File: config.mk
export PLATFORM = sky130hd
export DESIGN_NAME = burst_to_lite_flat
export DESIGN_NICKNAME = d
export VERILOG_FILES = /design/src/common/mem_pkg.sv /design/src/common/mem_lite_if.sv /design/src/burst_to_lite/sipo_dynamic.sv /design/src/burst_to_lite/burst_to_lite.sv /design/src/flat_wrapper.sv
export VERILOG_INCLUDE_DIRS = /design/src /design/src/common
export SDC_FILE = /design/constraint.sdc
export NUM_CORES = 1
export LEC_CHECK = 0
export CORE_MARGIN = 2
export CORE_UTILIZATION = 50
export CTS_BUF_LIST = sky130_fd_sc_hd__clkbuf_4 sky130_fd_sc_hd__clkbuf_8
export DETAILED_ROUTE_END_ITERATION = 7
export DONT_BUFFER_PORTS = 1
export GPL_TIMING_DRIVEN = 1
export PLACE_DENSITY_LB_ADDON = 0.05
export REMOVE_ABC_BUFFERS = 1
export SYNTH_ARGS = -nofsm -noshare
export SYNTH_HDL_FRONTEND = slang
export SYNTH_SLANG_ARGS = --single-unit
export TNS_END_PERCENT = 100
File: constraint.sdc
create_clock -name clk_i -period 1.9 [get_ports clk_i]
set_clock_uncertainty 0.15 [all_clocks]
set_input_delay 0.095 -clock clk_i [delete_from_list [all_inputs] [get_ports clk_i]]
set_output_delay 0.095 -clock clk_i [all_outputs]
set_load 0.05 [all_outputs]
File: src/common/mem_bridge_cfg.svh
`ifndef MEM_BRIDGE_CFG_SVH
`define MEM_BRIDGE_CFG_SVH

// byte address, covers the whole line memory
`define MEM_ADDR_W 12

// narrow burst beat
`define MEM_IN_DATA_W 32

// lite message data and memory line, a multiple of the beat width
`define MEM_OUT_DATA_W 128

// 256 lines of 16 bytes
`define MEM_LINES 256

`endif

File: src/common/mem_pkg.sv
`include "mem_bridge_cfg.svh"

package mem_pkg;

  // both reads act alike, as do both writes
  // the uncached split is echoed in the response
  typedef enum logic [1:0]
  {
    e_mem_rd    = 2'b00,
    e_mem_wr    = 2'b01,
    e_mem_uc_rd = 2'b10,
    e_mem_uc_wr = 2'b11
  } mem_msg_e;

  // size is log2 of the byte count, 0 to 4
  // addr is aligned to the size
  typedef struct packed
  {
    mem_msg_e              msg_type;
    logic [2:0]            size;
    logic [`MEM_ADDR_W-1:0] addr;
  } mem_header_s;

endpackage

File: src/common/mem_lite_if.sv
`timescale 1ns/1ns
`include "mem_bridge_cfg.svh"

// one lite message: header plus a full line of data
interface mem_lite_if
  import mem_pkg::*;
  ();

  mem_header_s                header;
  logic [`MEM_OUT_DATA_W-1:0] data;
  logic                       v;
  logic                       ready;

  // converter side
  modport master
  (
    output header,
    output data,
    output v,
    input  ready
  );

  // memory side
  modport client
  (
    input  header,
    input  data,
    input  v,
    output ready
  );

endinterface

File: src/burst_to_lite/sipo_dynamic.sv
`timescale 1ns/1ns
`include "mem_bridge_cfg.svh"

module sipo_dynamic
  #(parameter int width_p   = `MEM_IN_DATA_W,
    parameter int max_els_p = `MEM_OUT_DATA_W / `MEM_IN_DATA_W)
  (
    input  logic                           clk_i,
    input  logic                           reset_i,

    input  logic [width_p-1:0]             data_i,
    input  logic                           v_i,
    output logic                           ready_o,

    // beat count minus one
    input  logic [$clog2(max_els_p)-1:0]   len_i,
    input  logic                           len_v_i,

    output logic [max_els_p*width_p-1:0]   data_o,
    output logic                           v_o,
    input  logic                           yumi_i
  );

  localparam int lg_els_lp = $clog2(max_els_p);

  typedef enum logic
  {
    e_fill = 1'b0,
    e_full = 1'b1
  } sipo_state_e;

  sipo_state_e                         state_r;
  logic [lg_els_lp-1:0]                cnt_r;
  logic [lg_els_lp-1:0]                len_r;
  logic                                len_v_r;
  logic [max_els_p-1:0][width_p-1:0]   data_r;
  logic                                beat_fire;
  logic                                last_beat;

  // beats only flow once their length is known
  assign ready_o   = (state_r == e_fill) & len_v_r;
  assign beat_fire = v_i & ready_o;
  assign last_beat = (cnt_r == len_r);

  assign data_o = data_r;
  assign v_o    = (state_r == e_full);

  always_ff @(posedge clk_i)
  begin
    if (reset_i)
    begin
      state_r <= e_fill;
      cnt_r   <= '0;
      len_v_r <= 1'b0;
    end
    else
    begin
      if (len_v_i)
        len_v_r <= 1'b1;
      else if (beat_fire && last_beat)
        len_v_r <= 1'b0;

      if (beat_fire)
        cnt_r <= last_beat ? '0 : cnt_r + 1'b1;

      case (state_r)
        e_fill:
          if (beat_fire && last_beat)
            state_r <= e_full;
        e_full:
          if (yumi_i)
            state_r <= e_fill;
        default:
          state_r <= e_fill;
      endcase
    end
  end

  // payload, least significant beat first
  always_ff @(posedge clk_i)
  begin
    if (len_v_i)
      len_r <= len_i;
    if (beat_fire)
      data_r[cnt_r] <= data_i;
  end

  a_yumi_with_v: assert property (@(posedge clk_i) disable iff (reset_i)
    yumi_i |-> v_o);

  a_cnt_bound: assert property (@(posedge clk_i) disable iff (reset_i)
    len_v_r |-> (cnt_r <= len_r));

endmodule

File: src/burst_to_lite/burst_to_lite.sv
`timescale 1ns/1ns
`include "mem_bridge_cfg.svh"

module burst_to_lite
  import mem_pkg::*;
  (
    input  logic                      clk_i,
    input  logic                      reset_i,

    // burst header channel
    input  mem_header_s               mem_header_i,
    input  logic                      mem_header_v_i,
    output logic                      mem_header_ready_o,

    // burst data channel
    input  logic [`MEM_IN_DATA_W-1:0] mem_data_i,
    input  logic                      mem_data_v_i,
    output logic                      mem_data_ready_o,

    mem_lite_if.master                lite_o
  );

  localparam int in_bytes_lp    = `MEM_IN_DATA_W / 8;
  localparam int burst_words_lp = `MEM_OUT_DATA_W / `MEM_IN_DATA_W;
  localparam int len_w_lp       = $clog2(burst_words_lp);

  mem_header_s                 header_r;
  logic                        header_v_r;
  logic                        header_v_n;
  logic                        header_ready_r;
  logic                        hdr_fire;
  logic                        lite_fire;
  logic                        in_is_wr;
  logic                        buf_is_rd;
  logic [31:0]                 beats;
  logic [len_w_lp-1:0]         len_lo;
  logic [`MEM_OUT_DATA_W-1:0]  data_lo;
  logic                        data_v_lo;

  assign hdr_fire  = mem_header_v_i & header_ready_r;
  assign lite_fire = lite_o.v & lite_o.ready;

  assign in_is_wr  = mem_header_i.msg_type inside {e_mem_wr, e_mem_uc_wr};
  assign buf_is_rd = header_r.msg_type inside {e_mem_rd, e_mem_uc_rd};

  // beats per write, at least one even for sub-beat sizes
  always_comb
  begin
    beats = (32'd1 << mem_header_i.size) / in_bytes_lp;
    if (beats == 32'd0)
      beats = 32'd1;
    len_lo = len_w_lp'(beats - 32'd1);
  end

  // single entry header buffer
  always_comb
  begin
    header_v_n = header_v_r;
    if (hdr_fire)
      header_v_n = 1'b1;
    else if (lite_fire)
      header_v_n = 1'b0;
  end

  // ready is registered so it stays low through reset
  always_ff @(posedge clk_i)
  begin
    if (reset_i)
    begin
      header_v_r     <= 1'b0;
      header_ready_r <= 1'b0;
    end
    else
    begin
      header_v_r     <= header_v_n;
      header_ready_r <= ~header_v_n;
    end
  end

  always_ff @(posedge clk_i)
  begin
    if (hdr_fire)
      header_r <= mem_header_i;
  end

  assign mem_header_ready_o = header_ready_r;

  sipo_dynamic
    #(.width_p  (`MEM_IN_DATA_W),
      .max_els_p(burst_words_lp))
    i_sipo
    (
      .clk_i  (clk_i),
      .reset_i(reset_i),
      .data_i (mem_data_i),
      .v_i    (mem_data_v_i),
      .ready_o(mem_data_ready_o),
      .len_i  (len_lo),
      // length handed over as the write header is taken
      .len_v_i(hdr_fire & in_is_wr),
      .data_o (data_lo),
      .v_o    (data_v_lo),
      // reads never produce a data word
      .yumi_i (lite_fire & ~buf_is_rd)
    );

  assign lite_o.header = header_r;
  assign lite_o.data   = data_lo;
  assign lite_o.v      = header_v_r & (data_v_lo | buf_is_rd);

  // a stalled message keeps its header and data
  a_lite_stable: assert property (@(posedge clk_i) disable iff (reset_i)
    (lite_o.v && !lite_o.ready) |=>
      (lite_o.v && $stable(lite_o.header) && $stable(lite_o.data)));

  a_size_legal: assert property (@(posedge clk_i) disable iff (reset_i)
    mem_header_v_i |-> (mem_header_i.size <= 3'd4));

endmodule

File: src/flat_wrapper.sv
// flat-port wrapper written by rule: the top's interface ports become plain ports
module burst_to_lite_flat import mem_pkg::*;
  (clk_i, reset_i, mem_header_i, mem_header_v_i, mem_header_ready_o, mem_data_i, mem_data_v_i, mem_data_ready_o, lite_o_header, lite_o_data, lite_o_v, lite_o_ready);
  mem_lite_if lite_o_i ();
  input  logic clk_i;
  input  logic reset_i;
  input  mem_header_s mem_header_i;
  input  logic mem_header_v_i;
  output logic mem_header_ready_o;
  input  logic [`MEM_IN_DATA_W-1:0] mem_data_i;
  input  logic mem_data_v_i;
  output logic mem_data_ready_o;
  output wire logic [$bits(lite_o_i.header)-1:0] lite_o_header;
  output wire logic [$bits(lite_o_i.data)-1:0] lite_o_data;
  output wire logic [$bits(lite_o_i.v)-1:0] lite_o_v;
  input wire logic [$bits(lite_o_i.ready)-1:0] lite_o_ready;
  assign lite_o_header = lite_o_i.header;
  assign lite_o_data = lite_o_i.data;
  assign lite_o_v = lite_o_i.v;
  assign lite_o_i.ready = lite_o_ready;
  burst_to_lite u_core (.clk_i(clk_i), .reset_i(reset_i), .mem_header_i(mem_header_i), .mem_header_v_i(mem_header_v_i), .mem_header_ready_o(mem_header_ready_o), .mem_data_i(mem_data_i), .mem_data_v_i(mem_data_v_i), .mem_data_ready_o(mem_data_ready_o), .lite_o(lite_o_i));
endmodule
# == Yosys cells after proc, flatten, opt, wreduce, memory -nomap -nowiden ==
# Cells that the tools add are included.
# word_totals
ff_bits,153
# classes
add_sub_neg,2
order_cmp,2
n_eq_ne,4
shifts,1
muxes,12
n_bitwise,11
n_reduce_logical,7
# ops
cell,count
$bwmux 128,1
$demux 32 s2,1
$logic_not 32->1,1
$mux 32,1
$shl 1x3->32 const A,1
$and 1x1->1,7
$mux 1,6
$reduce_bool 2->1,3
$eq 2x2->1 const B,2
$mux 2,2
$lt 2x3->1 const B,1
$not 1->1,3
$add 2x1->2 const B,1
$eq 2x1->1 const B,1
$eq 2x2->1,1
$ge 2x1->1 const B,1
$logic_and 1x1->1,2
$logic_not 2->1,1
$pmux 1 s2,1
$sub 2x1->2 const B,1
$or 1x1->1,1

# == Depth between registers and ports, before layout ==
# logic_depth
word_depth,8
depth_mapped,4
mapped_depth_nobuf,4

# == Modules after synthesis ==
# Synthesis repeated with hierarchy kept, for this count alone.
# hier_totals
cells_unflattened,191
area_unflattened_um2,4807.1
# modules_own_cells
module,instances,cells_each,area_each_um2
sipo_dynamic,1,160,4180.3
burst_to_lite,1,31,626.9

# == Least setup slack after synthesis ==
# OpenSTA, ideal clock, no wires.
# synth_path
kind,flip-flop to flip-flop
from,reg u_core.i_sipo.len_v_r
to,"reg u_core.i_sipo.data_r (netlist bit u_core.i_sipo.data_o[0]), enable pin"
setup_time_ns,0.392
arrival_time_ns,1.421
t_required_ns,1.358
setup_slack_ns,-0.063
stages_incl_launch_ff,3
n_path_buf,0
cell_sequence,dfxtp_1 -> and3b_2 -> and2_1
# synth_between
elab_chain_cells,2
# synth_rtl
item,line,text
"start, declared",sipo_dynamic.sv:35,logic len_v_r;
"start signal, assigned",sipo_dynamic.sv:54,len_v_r <= 1'b0;
"start signal, assigned",sipo_dynamic.sv:59,len_v_r <= 1'b1;
"start signal, assigned",sipo_dynamic.sv:61,len_v_r <= 1'b0;
$and 1x1->1,sipo_dynamic.sv:41,assign ready_o = (state_r == e_fill) & len_v_r;
$and 1x1->1,sipo_dynamic.sv:42,assign beat_fire = v_i & ready_o;
"end signal, assigned by index",sipo_dynamic.sv:85,data_r[cnt_r] <= data_i;
"end, declared",sipo_dynamic.sv:36,logic [max_els_p-1:0][width_p-1:0] data_r;
# No other way between the ends.
# A chain may end at the register's enable or synchronous reset.

# == Worst setup path in the final report ==
# layout_path
from,reg u_core.i_sipo.len_r[0]
to,reg u_core.i_sipo.cnt_r[1]
# layout_between
elab_chain_cells,2
# layout_rtl
item,line,text
"start, declared",sipo_dynamic.sv:34,logic [lg_els_lp-1:0] len_r;
"start signal, assigned",sipo_dynamic.sv:83,len_r <= len_i;
$eq 2x2->1,sipo_dynamic.sv:43,assign last_beat = (cnt_r == len_r);
$mux 2,sipo_dynamic.sv:64,cnt_r <= last_beat ? '0 : cnt_r + 1'b1;
"end signal, assigned",sipo_dynamic.sv:64,
"end, declared",sipo_dynamic.sv:33,logic [lg_els_lp-1:0] cnt_r;
# No other way between the ends.

==> impl_metrics.csv <==
group,metric,value,unit
power_and_ir_drop,seq_power_share,59.1,%
placed_design,post-place-cells,329,
sta,rsz0062_at_grt,"no",
routing,dr.first_iter.drc_count,134,
clock_network,root_buffer,"clkbuf_8",
sta,tightest_slew,0.5389,ns
yosys,synth_compound_area_share,1.484,%
global_routing,grt-ovfl-total,0,
final_layout,num-nets-final,333,
power_and_ir_drop,ir_drop,0.5344,mV
power_and_ir_drop,switchingPower,0.001362,W
global_routing,grt_max_degree,19,
clock_network,post-cts-setup-buffers,0,
yosys,ys_seq_area_share,94.37,%
power_and_ir_drop,switching_share,20.91,%
global_routing,grtUsageTotal,17.87,%
placed_design,dp_hpwl,6.049,mm
critical_path,cp_cell_sequence,"xor2_1 > o211ai_1 > a21oi_1 > dlygate4sd3_1",
final_layout,fin_util,65.01,%
global_routing,grt_pass1_vias,2186,
routing,drt_pass1_iterations,4,
yosys,synth_top_cell_by_area,"edfxtp_1",
critical_path,critical_path.max_fanout,3,
global_routing,grt_pass1_wl,13.03,mm
die,rows,35,
critical_path,critical_path_arrival,2.02,ns
sta,finalHoldViolations,0,
power_and_ir_drop,internal-power,0.005152,W
sta,relSlewSlack,64.15,%
clock_network,clk-insertion-delay-late,0.42,ns
critical_path,cpMaxStageDelayCell,"dlygate4sd3_1",
critical_path,crit_required,2.11,ns
yosys,synth-simple-area-share,2.266,%
yosys,synth_cells,189,
clock_network,tritoncts,"built",
yosys,post_synth.cell_area_avg,25.42,sq um
yosys,ys_seq_elements,153,
routing,vias_per_cell,5.156,
clock_network,clk_pin_slew_worst_paths,0.08,ns
final_layout,drive_above_1_share,18.75,%
placed_design,io_buffers,0,
clock_network,cts_sinks,153,
job,maxCapViolations,0,
yosys,synth_top_family_by_area,"simple AND/OR/NAND/NOR gates",
routing,drc,0,
clock_network,ctsHtreeMaxLevel,4,
yosys,synth_xor_area_share,0.5208,%
placed_design,place.gp.congestion,0.7470,
routing,wl_per_cell,22.57,um
run_status,outcome,"completed",
final_layout,area_delta_synth_final,25.63,%
power_and_ir_drop,pwr_density_cell,1079,nW/um^2
power_and_ir_drop,power_leakage,2.012,nW
die,fp.dieW,102.0,um
sta,setup_viol,0,
sta,final_max_slew_viol_count,0,
die,die_h,102.0,um
sta,period_share,95.54,%
die,io_pins,202,
yosys,synth_fa_ha_area_share,1.042,%
yosys,ys_warn_count,0,
die,die-area,10410,sq um
sta,whs,0.1551,ns
critical_path,path_class,"reg2reg",
power_and_ir_drop,clkPwrFrac,38.0,%
die,core,9284,sq um
yosys,synth.area.top_cells,"edfxtp_1 92%, dfxtp_1 2.5%, ha_1 1.0%, and2_1 0.78%, nand3b_4 0.42%",
yosys,synth_top_cell_area_share,91.88,%
routing,vias,2155,
global_routing,antenna_found_initial,1,
final_layout,stdcell_count,418,
sta,fmax,550.9,MHz
routing,final_antenna_net_count,0,
yosys,synth_mux_area_share,0,%
die,initial_core_util,51.75,%
yosys,netlist_area,4805,sq um
critical_path,worstSetupStartpointType,"flip-flop",
critical_path,end_kind,"flip-flop",
power_and_ir_drop,p_comb_share,2.9,%
sta,fin_crit,1.815,ns
clock_network,clockBufferDepth,2,
routing,drt_wl_total,9.435,mm
min_path,worst_hold_path_type,"in2reg",
yosys,synth.distinct_cells,23,
critical_path,slowest_delay,0.57,ns
sta,final.setup.tns,0,ns
clock_network,cts_made_buffers,17,
## cell families after synthesis
logic type      Yosys count
xor+xnor                  2
simple gates             16
fa+ha+maj                 4
buf+inv                   4
compound gates           10
flops                   153
## placed cells by master, fill, tap and decap left out, types with 2 or more instances in the layout
master         count
edfxtp_1         147
dlygate4sd3_1     56
clkbuf_8          17
buf_4             12
and2_2             4
ha_1               4
dfxtp_1            4
nand2_1            3
inv_1              3
a21oi_1            3
clkinv_2           3
inv_6              3
clkinvlp_4         3
bufinv_16          3
and2_1             2
o211ai_1           2
clkinv_4           2
dfxtp_2            2
## flip-flops by register name, indices dropped and copies added (netlist names)
name / count
u_core.header_v_r: 1
u_core.i_sipo.cnt_r: 2
u_core.i_sipo.v_o: 1
u_core.lite_o.header: 17
u_core.i_sipo.data_o: 128
u_core.i_sipo.len_r: 2
u_core.mem_header_ready_o: 1
u_core.i_sipo.len_v_r: 1
## repair_timing
action                                  in CTS  in global routing
hold endpoints to repair                   159                  0
endpoints found under the setup margin       0                  1
hold buffers                                56                  0
gates resized for setup                      0                  2
## path summary, 6_finish.rpt
check	from	endpoint	slack, ns	depth (start not counted)
max	u_core.i_sipo.len_r[0]$_DFFE_PP_	u_core.i_sipo.cnt_r[1]$_SDFFE_PP0P_	0.08	4
min	mem_header_i[1]	u_core.lite_o.header[1]$_DFFE_PP_	0.16	1
max reg2reg	u_core.i_sipo.len_r[0]$_DFFE_PP_	u_core.i_sipo.cnt_r[1]$_SDFFE_PP0P_	0.08	4
min reg2reg	u_core.i_sipo.cnt_r[0]$_SDFFE_PP0P_	u_core.i_sipo.cnt_r[0]$_SDFFE_PP0P_	0.37	2
## synth_stat cells
cell type	number
clkbuf_1	1
nor2b_1	1
nand3b_1	1
edfxtp_1	147
nand3b_4	1
and2_1	6
xor2_1	1
a21oi_1	3
o31ai_1	1
a21o_1	1
and3b_2	1
nand2_1	3
a21boi_1	1
o21ba_2	1
nor3_1	1
inv_1	3
o211ai_1	2
xor2_2	1
dfxtp_1	6
nand3_1	1
o41ai_1	1
ha_1	4
nand2b_1	1
## power by group through the flow
| stage | sequential [W] | clock [W] | combinational [W] |
|---|---|---|---|
| after detailed placement | 0.00393 | 0 | 0.0000652 |
| final | 0.00385 | 0.00247 | 0.000192 |
| after floorplan | 0.00393 | 0 | 0.0000360 |
| after global routing | 0.00385 | 0.00268 | 0.000206 |
| after CTS | 0.00385 | 0.00252 | 0.000190 |
| after global placement | 0.00393 | 0 | 0.0000633 |
## stage by stage
step	power, W	area, sq um	setup WS (ns)
floorplan	0.003966	4801	-0.06284
global placement	0.003990	5057	0.3550
detailed placement	0.003993	5057	0.2932
CTS	0.006558	6031	0.08325
global route	0.006737	6036	0.03329
finish	0.006515	6036	0.08467
## final cells by class
cell class | count | area (sq um)
flip-flops and latches | 153 | 4537
fillers | 628 | 3248
repair buffers | 68 | 650.6
multi-input cells | 32 | 260.3
clock buffers | 18 | 241.5
clock inverters | 14 | 171.4
well taps | 129 | 161.4
inverters | 3 | 11.26
diodes | 1 | 2.502
## critical path: cells and delay by family (launching register included)
| family | cells | cell delay (ns) |
|---|---|---|
| buf+inv | 1 | 0.57 |
| flops | 1 | 0.44 |
| compound gates | 2 | 0.31 |
| xor+xnor | 1 | 0.29 |
## per-layer routing
layer | up-vias | track usage [%] | part of all wire [%]
met1 | 1078 | 18.97 | 36
met2 | 129 | 29.55 | 52
met5 | - | 0 | 0
met3 | 21 | 9.371 | 9.8
met4 | 0 | 8.410 | 2.3
li1 | 927 | - | -
Note: power is estimated with default switching activity, not from simulation.
